$ cat config.mk
export PLATFORM = sky130hd
export DESIGN_NAME = tile_sequencer
export DESIGN_NICKNAME = d
export VERILOG_FILES = /design/src/verilog/cnn_pkg.sv /design/src/verilog/tile_sequencer.sv
export VERILOG_INCLUDE_DIRS = /design/src /design/src/verilog
export SDC_FILE = /design/constraint.sdc
export NUM_CORES = 1
export LEC_CHECK = 0
export ABC_AREA = 1
export BUFFER_PORTS_ARGS = -buffer_cell sky130_fd_sc_hd__buf_2
export CORE_ASPECT_RATIO = 1.1
export CORE_MARGIN = 5
export CORE_UTILIZATION = 40
export DETAILED_ROUTE_END_ITERATION = 12
export PLACE_DENSITY = 0.66
export RECOVER_POWER = 50
export SYNTH_ARGS = -nofsm -noshare
export SYNTH_HDL_FRONTEND = slang
export SYNTH_SLANG_ARGS = --single-unit
$ cat constraint.sdc
create_clock -name clk -period 1.8 [get_ports clk]
set_input_delay 0.18 -clock clk [delete_from_list [all_inputs] [get_ports clk]]
set_output_delay 0.18 -clock clk [all_outputs]
set_load 0.02 [all_outputs]
$ cat src/verilog/cnn_settings.svh
// --------------------
// engine sizing; W_DEPTH must cover MAX_N * MAX_KG words
// PACK is assumed to be a power of two
// --------------------
`ifndef CNN_SETTINGS_SVH
`define CNN_SETTINGS_SVH

`define PACK     8    // lanes per packed word
`define LANE_W   8
`define ACC_W    24
`define MAX_N    16
`define MAX_KG   16
`define W_DEPTH  (`MAX_N * `MAX_KG)

`endif
$ cat src/verilog/cnn_pkg.sv
// --------------------
// types shared by the dense engine, sized from cnn_settings.svh
// --------------------
`include "cnn_settings.svh"

package cnn_pkg;

  typedef logic signed [`LANE_W-1:0] lane_t;

  // one memory word: flat for load/storage, lanes for the dot product
  typedef union packed {
    logic [`PACK*`LANE_W-1:0] flat;
    lane_t [`PACK-1:0]        lanes;
  } word_u;

  typedef logic signed [`ACC_W-1:0] acc_t;

  // counts go up to MAX_N / MAX_KG, hence the extra bit
  typedef logic [$clog2(`MAX_N):0]  n_idx_t;
  typedef logic [$clog2(`MAX_KG):0] kg_idx_t;

  typedef logic [$clog2(`W_DEPTH)-1:0] waddr_t;

endpackage

$ cat src/verilog/tile_sequencer.sv
// --------------------
// n_out and k_grp must be nonzero; start is ignored while busy
// done comes n_out*k_grp+3 cycles after the accepted start
// --------------------
module tile_sequencer (
  input  logic             clk,
  input  logic             rst,
  input  logic             start,
  input  cnn_pkg::n_idx_t  n_out,
  input  cnn_pkg::kg_idx_t k_grp,
  output cnn_pkg::waddr_t  w_raddr,
  output cnn_pkg::kg_idx_t f_raddr,
  output cnn_pkg::n_idx_t  tag_n,
  output logic             tag_first,
  output logic             tag_last,
  output logic             tag_valid,
  output logic             busy,
  output logic             done
);
  import cnn_pkg::*;

  n_idx_t     n_lim, n_cnt;
  kg_idx_t    k_lim, k_cnt;
  waddr_t     row_base;  // n_cnt * k_lim as a running sum
  logic       issuing;
  logic       last_k, last_n;
  logic [2:0] drain;     // ram, dot, acc stages behind the final issue

  assign last_k  = (k_cnt == k_lim - 1'b1);
  assign last_n  = (n_cnt == n_lim - 1'b1);
  assign w_raddr = row_base + waddr_t'(k_cnt);
  assign f_raddr = k_cnt;

  // --------------------
  // counters, k inner, n outer
  always_ff @(posedge clk or posedge rst) begin
    if (rst) begin
      busy     <= 1'b0;
      issuing  <= 1'b0;
      n_lim    <= '0;
      k_lim    <= '0;
      n_cnt    <= '0;
      k_cnt    <= '0;
      row_base <= '0;
      drain    <= '0;
      done     <= 1'b0;
    end else begin
      drain <= {drain[1:0], issuing & last_k & last_n};
      done  <= drain[2];
      if (start && !busy) begin
        busy     <= 1'b1;
        issuing  <= 1'b1;
        n_lim    <= n_out;
        k_lim    <= k_grp;
        n_cnt    <= '0;
        k_cnt    <= '0;
        row_base <= '0;
      end else begin
        if (drain[2]) begin
          busy <= 1'b0;  // falls together with done
        end
        if (issuing) begin
          if (last_k) begin
            k_cnt    <= '0;
            row_base <= row_base + waddr_t'(k_lim);
            if (last_n) begin
              issuing <= 1'b0;
            end else begin
              n_cnt <= n_cnt + 1'b1;
            end
          end else begin
            k_cnt <= k_cnt + 1'b1;
          end
        end
      end
    end
  end

  // --------------------
  // tag lines up with registered ram data
  always_ff @(posedge clk or posedge rst) begin
    if (rst) begin
      tag_valid <= 1'b0;
      tag_n     <= '0;
      tag_first <= 1'b0;
      tag_last  <= 1'b0;
    end else begin
      tag_valid <= issuing;
      tag_n     <= n_cnt;
      tag_first <= (k_cnt == '0);
      tag_last  <= last_k;
    end
  end

endmodule

After elaboration in Yosys (flattened, before gate mapping)
Index checks and enable logic that the tools add are counted.
Cells by class
  mux-type cells: 16
  bitwise operators: 2
  equality and inequality tests: 3
  add/sub/neg operators: 6
  reductions and logical operators: 8
Operators with widths (count)
  two-way mux 5 bit: 7
  two-way mux 8 bit: 3
  adder 8 x 5 -> 8 bit: 2
  adder 5 x 1 -> 5 bit, second input constant: 2
  == test 5 bit: 2
  subtractor 5 x 1 -> 5 bit, second input constant: 2
  two-way mux 1 bit: 6
  nonzero test 2 bit: 3
  logical NOT 5 bit: 1
  AND reduction 3 bit: 1
  AND 1 bit: 2
  != test 2 x 1 -> 1 bit, second input constant: 1
  AND reduction 2 bit: 1
  logical AND 1 bit: 1
  logical NOT 1 bit: 1
Storage, ports and cells
  input port bits: 13
  logic and storage cells: 48
  output and inout bits: 23
  register bits: 42

Depth between registers and ports, before layout
Gate-level depths: netlist of run 1.
  depth in word-level cells: 6
  gate-level depth with buffers: 14

Least setup slack after synthesis of run 1
No wires, ideal clock.
  kind: register -> output
  start point: register k_cnt[0] (netlist: f_raddr[0])
  end point: output w_raddr[6]
  buffers on the path: 0
  required time: 1.620 ns
  arrival time: 2.007 ns
  cell stages (with the launch flop): 8
  slack: -0.387 ns
  path through: dfrtp_1 ha_1 inv_1 fa_1 o21ai_0 nand2_1 a21oi_1 xor2_1
Between the ends
  word-level cells in the longest chain between the ends: 1
Ends and longest elaborated chain
  from (decl): RTL line tile_sequencer.sv:23  | kg_idx_t k_lim, k_cnt;
  from (signal assigned): RTL line tile_sequencer.sv:72  | k_cnt <= k_cnt + 1'b1;
  adder 8 x 5 -> 8 bit: RTL line tile_sequencer.sv:31  | assign w_raddr = row_base + waddr_t'(k_cnt);
  to (decl): RTL line tile_sequencer.sv:11  | output cnn_pkg::waddr_t w_raddr,
Every way passes these cells.

Worst setup path after layout of run 1
  start point: register row_base[0]
  end point: output w_raddr[6]
Between the ends
  word-level cells in the longest chain between the ends: 1
Ends and longest elaborated chain
  from (decl): RTL line tile_sequencer.sv:24  | waddr_t row_base;
  from (signal assigned): RTL line tile_sequencer.sv:65  | row_base <= row_base + waddr_t'(k_lim);
  adder 8 x 5 -> 8 bit: RTL line tile_sequencer.sv:31
Every way passes these cells.

==> metrics.csv, run 1 <==
stage;metric;value;unit
finish;post-layout util;0.540;
detailed_routing;WL final;5.64;mm
floorplan;core area;6160;um2
place;Port-buffer cells;35;
power_and_ir_drop;Tot Pwr;1730;uW
critical_path;Worst Path Arrival;1900;ps
worst_hold_path;hold crit path type;input port to register;
synthesis;Yosys top cell by area;dfrtp_1;
grt;vias in the first global route;2083;
synthesis;Synthesized Nets;360;
detailed_routing;DRC;0;
grt;first-pass GRT wire length;9.51;mm
clock_network;H-tree depth;2;
clock_network;CTS root buffer;clkbuf_8;
timing;fin worst setup slack;-284;ps
clock_network;CTS Buffer Depth;2;
place;routability cong.;0.855;
grt;initial antenna violation count;0;
grt;largest net degree at the start of global routing;43;
synthesis;Simple-Gate Fraction of Synth Area;0.303;
timing;Tcrit/Tclk final;1.16;
clock_network;CTS Buf Count;5;
floorplan;die area;8000;um2
detailed_routing;DRT iter0 DRCs;117;
finish;area delta synth->final;31.8;%
detailed_routing;post-route ant nets;0;
grt;GRT overflow;0;
synthesis;Async SR Flop Fraction;1.00;
timing;Setup violations, final;7;
critical_path;crit path kind;register to primary output;
synthesis;Mapped Avg Cell Area;7.65;um2
detailed_routing;vias;2305;
timing;Layout Skew;7.46;ps
power_and_ir_drop;power per standard cell area;520;nW/um2
finish;Layout Nets;426;
synthesis;Seq/Total Area, Yosys;0.416;
clock_network;CTS tree;yes;
finish;area of the multi-input gates;1460;um2
grt;All-Layer GR Usage;0.149;
synthesis;share of the synthesized area in the top cell type;0.416;
critical_path;critical path startpoint category;register;
synthesis;most common cell in the netlist;nand2_1;
detailed_routing;Wirelength per Cell;11.8;um
place;Post-DP HPWL;4.16;mm
timing;Fin. Hold Viols;0;
run_status;outcome;complete, but fails checks;
timing;relative slew slack;0.313;
floorplan;Die X;85.7;um
synthesis;FF+latch count, synth;42;
synthesis;Synth Warn #;0;
critical_path;crit-path max FO;2;
timing;Peak Freq;0.480;GHz
job;Max Cap Viol;0;
synthesis;top_reg_cell synth;dfrtp_1;
synthesis;commonest cells in the netlist;nand2_1 (112), dfrtp_1 (42), inv_1 (39);
timing;Period minus WS final;2080;ps
finish;flip-flop and latch area;1050;um2
critical_path;reg2reg setup slack;-40;ps
power_and_ir_drop;static leakage;0.00170;uW
timing;Worst-Margin Slew;1030;ps
floorplan;Die Span Y;93.3;um
run_status;failing checks;setup timing;
synthesis;Synth Area in Adders;0.0902;
synthesis;xor/xnor share of the synthesized area;0.0347;
clock_network;CTS Sinks;42;
finish;layout cells sized above 1;0.310;
finish;total of fill cells in the finished design;580;
synthesis;ranking of synthesized cells by area;dfrtp_1 (42%), nand2_1 (17%), ha_1 (7.4%);
synthesis;Compound-Gate Fraction of Synth Area;0.0768;
synthesis;synthesized cell area;2520;um2
timing;RSZ-0062 raised after global routing;true;
synthesis;Yosys cell types;29;
power_and_ir_drop;Worst IR Drop VDD;0.309;mV
detailed_routing;via-per-instance ratio;4.83;
synthesis;largest family of logic cells by synthesized area;simple AND/OR/NAND/NOR gates;
synthesis;Synth Instances;330;
critical_path;CP Capture Type;primary output;
synthesis;number of synthesized flops with an enable pin;0;
timing;Final Max Tran Viols;0;
detailed_routing;drt first pass iters;5;
floorplan;Top-Level Pins;36;
synthesis;multiplexer area fraction after synthesis;0;
clock_network;Clk pin slew, worst setup/hold paths;90;ps
critical_path;CP required;1620;ps
floorplan;Initial Util;0.410;
clock_network;clk_lat worst skew;300;ps
floorplan;row count;30;
finish;n_diodes;0;
## timing repair
item	4_1_cts	5_1_grt
cloned	0	0
buffers inserted	2	10
pin swaps	2	13
gates resized for setup	12	28
setup endpoints to repair	6	21
hold buffers	0	0
## state kept, by name (all words and copies together), names as in the netlist
signal,count
done,1
drain,3
busy,1
n_lim,5
k_lim,5
tag_first,1
tag_valid,1
issuing,1
n_cnt,5
tag_n,5
f_raddr,5
row_base,8
tag_last,1
## kinds of logic after synthesis
| family | Yosys count |
|---|---|
| AND/OR/NAND/NOR | 179 |
| buffers and inverters | 50 |
| flip-flops | 42 |
| AO/OA/AOI/OAI | 32 |
| adder cells (fa/ha/maj) | 17 |
| XOR/XNOR | 10 |
## where the power goes
part           switching [uW]  internal, uW  total (uW)
Sequential                  0           942         942
Clock                     345           413         757
Combinational            21.4          9.79        31.2
Total                     366          1360        1730
## layout by cell type (no fill, tap or decap), types with 10 or more instances in the layout
cell type,n
buf_2,29
buf_4,29
dfrtp_1,39
inv_1,36
nand2_1,111
nand3_1,19
nand4_1,10
nor2_1,21
o21ai_0,12
## area by class of cell
cell class / instances / share of cell area
multi-input combinational: 238 / 0.438
sequential: 42 / 0.317
timing repair buffer: 65 / 0.131
inverter: 44 / 0.0497
tap: 80 / 0.0301
clock buffer: 5 / 0.0207
clock inverter: 3 / 0.0135
## path summary, 6_finish.rpt
check,start,endpoint,cells after the start
max in group asynchronous,rst,f_raddr[1],3
worst max register to register,row_base[0],row_base[4],9
min in group asynchronous,rst,tag_last,3
worst min register to register,drain[1],drain[2],0
worst min-delay path,n_out[2],n_lim[2],3
worst max-delay path,row_base[0],w_raddr[6],8
## critical path, stage by stage, from the launching register on
cell     delay (ps)
dfrtp_1         400
ha_4            150
inv_2            30
fa_2            350
o21ai_2         150
nand2_1          80
a21oi_2         170
xor2_2          130
buf_4           150
## per-stage QoR
stage	TNS (ps)	setup slack, ps	hold slack (ps)	instances	cell area [um2]
CTS	-987	-286	18.5	468	3130
finish	-992	-284	88.9	477	3330
detailed placement	-6.44	-6.44	335	459	2960
floorplan	-42.3	-42.3	290	330	2560
global placement	0	28.7	337	459	2960
global route	-1820	-372	98.3	477	3330
## metal layers
metal / global-route usage / up-vias / wire (um)
met5: 0 / - / 0
met4: 0.0475 / 0 / 70
met3: 0.0326 / 6 / 289
met2: 0.253 / 58 / 2790
met1: 0.186 / 1068 / 2500
li1: - / 1173 / -
(Power assumes the default switching activity.)
==> run 2, diff against run 1 <==
- CORE_ASPECT_RATIO: 1.1 -> 1.25
==> run 2 against run 1 <==
Against the previous run: the flow still finishes with violations (setup timing); clock power fell by 0.7%; sequential share of layout area fell by 0.98 points; worst setup slack improved by 8.7 ps; die area rose by 0.10%; maximum frequency rose by 0.42%; global-route usage rose by 1.9 points; register-to-register slack barely moved; power barely moved; via count rose by 1.4%; design area rose by 3.2%; worst hold slack got worse by 11 ps; critical endpoint unchanged; highest routed layer unchanged.
==> metrics.csv, run 2 (synthesis gave the netlist of run 1 again) <==
stage;metric;value;unit;change
power_and_ir_drop;Sw Share;0.208;;was 0.211
power_and_ir_drop;Worst IR Drop VDD;0.475;mV;was 0.309 mV
timing;Tcrit/Tclk final;1.15;;was 1.16
finish;area delta synth->final;36.0;%;was 31.8%
timing;Final Max Tran Viols;0;;unchanged
finish;fin cells;487;;was 477
critical_path;critical path startpoint category;register;;unchanged
critical_path;Setup crit start;row_base[0];;unchanged
place;Port-buffer cells;35;;unchanged
clock_network;H-tree depth;2;;unchanged
clock_network;CTS root buffer;clkbuf_8;;unchanged
critical_path;Worst Path Arrival;1900;ps;about the same
critical_path;Critical Path End;w_raddr[6];;unchanged
run_status;failing checks;setup timing;;unchanged
timing;Worst-Margin Slew;932;ps;was 1030 ps
timing;Peak Freq;0.482;GHz;was 0.480 GHz
floorplan;die area;8010;um2;was 8000 um2
detailed_routing;vias;2337;;was 2305
clock_network;CTS Buf Count;5;;unchanged
clock_network;CTS Sinks;42;;unchanged
timing;RSZ-0062 raised after global routing;true;;unchanged
grt;All-Layer GR Usage;0.167;;was 0.149
worst_hold_path;hold crit path type;input port to register;;unchanged
finish;max FFs per register;8;;unchanged
timing;Layout Skew;8.46;ps;was 7.46 ps
place;Post-DP HPWL;4.47;mm;was 4.16 mm
critical_path;r2r worst-path depth;14;;was 9
critical_path;CP required;1620;ps;about the same
timing;Period minus WS final;2080;ps;about the same
grt;GRT overflow;0;;unchanged
critical_path;CP Capture Type;primary output;;unchanged
finish;area of the multi-input gates;1500;um2;was 1460 um2
finish;post-route cell area;3430;um2;was 3330 um2
finish;flip-flop and latch area;1050;um2;unchanged
floorplan;Die X;81.0;um;was 85.7 um
finish;most common cell after layout, fill and taps aside;nand2_1;;unchanged
finish;Layout Nets;431;;was 426
critical_path;Reg-to-Reg Start;k_lim[0];;was row_base[0]
clock_network;Clk pin slew, worst setup/hold paths;80;ps;was 90 ps
floorplan;Die Span Y;98.8;um;was 93.3 um
detailed_routing;WL final;6.16;mm;was 5.64 mm
detailed_routing;post-route ant nets;0;;unchanged
critical_path;reg2reg end;row_base[4];;unchanged
power_and_ir_drop;Clk pwr share;0.435;;was 0.437
timing;fin worst setup slack;-275;ps;was -284 ps
job;Max Cap Viol;0;;unchanged
grt;initial antenna violation count;0;;unchanged
finish;n_diodes;0;;unchanged
detailed_routing;via-per-instance ratio;4.80;;was 4.83
floorplan;Initial Util;0.409;;was 0.410
finish;layout cells sized above 1;0.341;;was 0.310
clock_network;CTS tree;yes;;unchanged
power_and_ir_drop;power per standard cell area;504;nW/um2;was 520 nW/um2
floorplan;Top-Level Pins;36;;unchanged
clock_network;CTS Buffer Depth;2;;unchanged
timing;relative slew slack;0.378;;was 0.313
detailed_routing;drt first pass iters;4;;was 5
detailed_routing;Wirelength per Cell;12.6;um;was 11.8 um
finish;Biggest register;row_base;;unchanged
grt;vias in the first global route;2298;;was 2083
detailed_routing;DRT iter0 DRCs;157;;was 117
critical_path;reg2reg setup slack;-50;ps;was -40 ps
place;routability cong.;0.826;;was 0.855
timing;Setup violations, final;14;;was 7
clock_network;clk_lat worst skew;300;ps;about the same
finish;most frequent cells in the layout;nand2_1 (98), dfrtp_1 (39), inv_1 (33);;was nand2_1 (111), dfrtp_1 (39), inv_1 (36)
floorplan;core area;6170;um2;was 6160 um2
run_status;outcome;complete, but fails checks;;unchanged
power_and_ir_drop;internal power;1370;uW;was 1360 uW
grt;largest net degree at the start of global routing;21;;was 43
power_and_ir_drop;Comb pwr share;0.020;;was 0.018
floorplan;row count;32;;was 30
power_and_ir_drop;static leakage;0.00172;uW;was 0.00170 uW
critical_path;crit-path max FO;2;;unchanged
timing;Fin. Hold Viols;0;;unchanged
finish;total of fill cells in the finished design;596;;was 580
grt;first-pass GRT wire length;10.6;mm;was 9.51 mm
place;Inst Count DP;467;;was 459
critical_path;crit path kind;register to primary output;;unchanged
place;DP Area;3000;um2;was 2960 um2
power_and_ir_drop;register share of total power;0.545;;about the same
power_and_ir_drop;sw power;360;uW;was 366 uW
detailed_routing;DRC;0;;unchanged
[run 2: per-layer routing]
metal | wire, um | track usage | up-vias
met5 | 0 | 0 | -
met4 | 156 | 0.0533 | 0
met3 | 295 | 0.0338 | 14
met2 | 3090 | 0.284 | 60
met1 | 2610 | 0.210 | 1077
li1 | - | - | 1186
[run 2: worst min-delay path by stage]
| stage | from | endpoint | slack [ps] | depth (start not counted) |
|---|---|---|---|---|
| 4_1_cts | n_out[4] | n_lim[4] | 70 | 3 |
| 6_report | n_out[4] | n_lim[4] | 80 | 3 |
| 2_1_floorplan | n_out[4] | n_lim[4] | 290 | 2 |
| 3_5_place_dp | rst | tag_n[2] | 130 | 2 |
| 3_3_place_gp | rst | tag_n[2] | 120 | 2 |
| 5_1_grt | n_out[1] | n_lim[1] | 100 | 3 |
[run 2: power groups by stage]
stage                     Clock (uW)  Combinational [uW]  Sequential [uW]
final                            752                35.0              942
after CTS                        770                41.2              942
after global routing             805                42.3              943
after global placement             0                39.1              961
after floorplan                    0                13.8              961
after detailed placement           0                39.6              961
[run 2: layout make-up]
type                            instances  share of cell area
Clock buffer                            6              0.0211
Multi-Input combinational cell        239               0.436
Inverter                               44              0.0481
Tap cell                               85              0.0310
Timing Repair Buffer                   69               0.145
Sequential cell                        42               0.307
Clock inverter                          2              0.0109
[run 2: metrics by stage]
| step | utilization | TNS, ps | setup slack [ps] | hold WS (ps) | total power (uW) |
|---|---|---|---|---|---|
| after floorplan | - | -42.3 | -42.3 | 290 | 975 |
| after global placement | 0.486 | 0 | 20.6 | 124 | 1000 |
| after detailed placement | 0.486 | -64.0 | -41.2 | 130 | 1000 |
| after CTS | 0.518 | -1090 | -286 | 66.7 | 1750 |
| after global routing | 0.557 | -3250 | -375 | 99.3 | 1790 |
| final | 0.557 | -1450 | -275 | 77.6 | 1730 |
[run 2: what timing repair did]
item                                    4_1_cts  5_1_grt
setup buffers                                 3        7
endpoints found under the setup margin        7       25
hold endpoints to repair                      8        0
hold buffers                                  1        0
gates resized for setup                      14       44
cloned                                        0        1
pin swaps                                     2       23
[run 2: critical path, stage by stage, from the launching register on]
cell and delay [ps]:
dfrtp_1 410, ha_4 150, inv_2 40, fa_2 340, o21ai_2 140, nand2_1 80, a21oi_2 170, xor2_2 150
buf_6 130
==> run 3, diff against run 2 <==
- CORE_UTILIZATION: 40 -> 50
- PLACE_DENSITY: 0.66 -> 0.79
==> run 3 against run 2 <==
Against the previous run: the flow finishes with violations (hold timing, setup timing); non-clock buffer count shrank 3; clock skew grew 2.6 ps; wire length grew 4.8%.
==> metrics.csv, run 3 (synthesis gave the netlist of run 1 again) <==
stage;metric;value;unit;change
grt;largest net degree at the start of global routing;30;;was 21
job;Max Cap Viol;0;;unchanged
timing;Final Max Tran Viols;0;;unchanged
detailed_routing;top layer in use;met4;;unchanged
clock_network;CTS Buf Count;5;;unchanged
timing;Layout Skew;11.1;ps;was 8.46 ps
detailed_routing;met2 wire length;3.41;mm;was 3.09 mm
critical_path;WP buf/inv;2;;unchanged
critical_path;crit path max-delay cell type;dfrtp_1;;unchanged
timing;Period minus WS final;2170;ps;was 2080 ps
clock_network;Clk pin slew, worst setup/hold paths;90;ps;was 80 ps
place;Inst Count DP;441;;was 467
critical_path;Slowest Stage Delay on Critical Path;420;ps;was 410 ps
critical_path;crit-path max FO;2;;unchanged
timing;fin worst setup slack;-370;ps;was -275 ps
place;routability cong.;0.878;;was 0.826
floorplan;Top-Level Pins;36;;unchanged
floorplan;Die Span Y;89.4;um;was 98.8 um
place;DP Area;2940;um2;was 3000 um2
finish;most frequent cells in the layout;nand2_1 (99), dfrtp_1 (39), inv_1 (34);;was nand2_1 (98), dfrtp_1 (39), inv_1 (33)
worst_hold_path;hold crit path type;input port to async pin;;was input port to register
floorplan;Initial Util;0.504;;was 0.409
finish;layout cells sized above 1;0.338;;was 0.341
timing;Tcrit/Tclk final;1.21;;was 1.15
finish;area of the multi-input gates;1530;um2;was 1500 um2
clock_network;H-tree depth;2;;unchanged
finish;total of fill cells in the finished design;365;;was 596
finish;Layout Nets;428;;was 431
power_and_ir_drop;power per standard cell area;511;nW/um2;was 504 nW/um2
finish;max FFs per register;8;;unchanged
finish;Biggest register;row_base;;unchanged
critical_path;CP top delay family;adder cells;;unchanged
clock_network;CTS Sinks;42;;unchanged
place;Port-buffer cells;35;;unchanged
timing;Peak Freq;0.461;GHz;was 0.482 GHz
grt;All-Layer GR Usage;0.202;;was 0.167
detailed_routing;WL final;6.45;mm;was 6.16 mm
floorplan;row count;29;;was 32
detailed_routing;met1 wire length;2.46;mm;was 2.61 mm
clock_network;CTS Hold Bufs;0;;was 1
timing;WHS;-17.9;ps;was 77.6 ps
clock_network;CTS Buffer Depth;2;;unchanged
detailed_routing;post-route ant nets;0;;unchanged
detailed_routing;DRT iter0 DRCs;190;;was 157
floorplan;die area;6580;um2;was 8010 um2
detailed_routing;Detail Route met3 WL;369;um;was 295 um
run_status;failing checks;hold timing, setup timing;;was setup timing
detailed_routing;via-per-instance ratio;5.26;;was 4.80
clock_network;CTS root buffer;clkbuf_8;;unchanged
power_and_ir_drop;static leakage;0.00170;uW;was 0.00172 uW
finish;most common cell after layout, fill and taps aside;nand2_1;;unchanged
finish;flip-flop and latch area;1050;um2;unchanged
timing;Fin. Hold Viols;25;;was 0
place;Post-DP HPWL;4.40;mm;was 4.47 mm
critical_path;CP Capture Type;primary output;;unchanged
clock_network;clk_lat worst skew;300;ps;about the same
timing;RSZ-0062 raised after global routing;true;;unchanged
detailed_routing;DRC;0;;unchanged
finish;n_diodes;0;;unchanged
critical_path;critical path startpoint category;register;;unchanged
grt;initial antenna violation count;0;;unchanged
critical_path;Worst Path Arrival;1990;ps;was 1900 ps
floorplan;Die X;73.5;um;was 81.0 um
run_status;outcome;complete, but fails checks;;unchanged
grt;GRT overflow;0;;unchanged
timing;Setup violations, final;6;;was 14
critical_path;Reg-to-Reg Start;k_lim[0];;unchanged
critical_path;CP required;1620;ps;about the same
critical_path;crit path kind;register to primary output;;unchanged
finish;fin cells;461;;was 487
grt;first-pass GRT wire length;10.2;mm;was 10.6 mm
detailed_routing;drt first pass iters;4;;unchanged
critical_path;critical-path cell list;ha_4, inv_2, fa_2, o21ai_2, nand2_1, a21oi_2, xor2_2, buf_6;;unchanged
grt;vias in the first global route;2289;;was 2298
critical_path;Setup crit start;row_base[0];;unchanged
timing;relative slew slack;0.324;;was 0.378
detailed_routing;Wirelength per Cell;14.0;um;was 12.6 um
finish;area delta synth->final;33.9;%;was 36.0%
floorplan;core area;5010;um2;was 6170 um2
clock_network;CTS tree;yes;;unchanged
finish;post-route cell area;3380;um2;was 3430 um2
critical_path;reg2reg setup slack;10;ps;was -50 ps
timing;Worst-Margin Slew;1010;ps;was 932 ps
power_and_ir_drop;Worst IR Drop VDD;0.334;mV;was 0.475 mV
detailed_routing;vias;2427;;was 2337
run 3: cell types whose count changed in the layout (fill, tap and decap cells not counted), sizes merged:
cell          previous run  this run
buf                     66        65
dlygate4sd3              1         0
dlymetal6s2s             1         0
run 3: final timing paths:
| check | end | cells after the start |
|---|---|---|
| setup / recovery | w_raddr[6] | 8 |
| hold reg to reg | drain[1] | 0 |
| max in group asynchronous | k_lim[4] | 3 |
| hold / removal | tag_n[2] | 2 |
| setup reg to reg | f_raddr[1] | 14 |
| min in group clk | n_lim[4] | 3 |
run 3: where the power goes:
group / internal (uW) / switching (uW)
clock network: 414 / 337
logic: 11.1 / 22.7
registers: 943 / 0
run 3: area by class of cell:
| class | instances | share of cell area |
|---|---|---|
| clock buffers | 6 | 0.0215 |
| clock inverters | 2 | 0.0111 |
| inverters | 44 | 0.0489 |
| multi-input cells | 239 | 0.453 |
| flip-flops and latches | 42 | 0.312 |
| well taps | 62 | 0.0230 |
| repair buffers | 66 | 0.130 |
run 3: routing by layer:
metal / track usage / up-vias
met5: 0 / -
met4: 0.0857 / 0
met3: 0.0360 / 21
met2: 0.364 / 88
met1: 0.233 / 1142
li1: - / 1176
run 3: worst register-to-register path, delay by kind of cell (launching register included):
kind	cells	cell delay, ps
buf+inv	3	230
fa+ha+maj	1	270
flops	1	420
simple gates	10	790
run 3: through the flow:
step / TNS [ps] / hold slack (ps) / total power, uW / utilization / setup slack [ps]
2_1_floorplan: -42.3 / 290 / 975 / - / -42.3
5_1_grt: -3370 / 55.0 / 1800 / 0.675 / -479
4_1_cts: -956 / 0.767 / 1750 / 0.626 / -292
6_report: -1210 / -17.9 / 1730 / 0.675 / -370
3_5_place_dp: -139 / 331 / 998 / 0.586 / -68.6
3_3_place_gp: 0 / 322 / 997 / 0.586 / 20.9
run 3: repair_timing:
item                                    CTS  global route
endpoints found under the setup margin    9            25
pin swaps                                 6            20
gates resized for setup                  15            44
cloned                                    0             1
setup buffers                             5            10
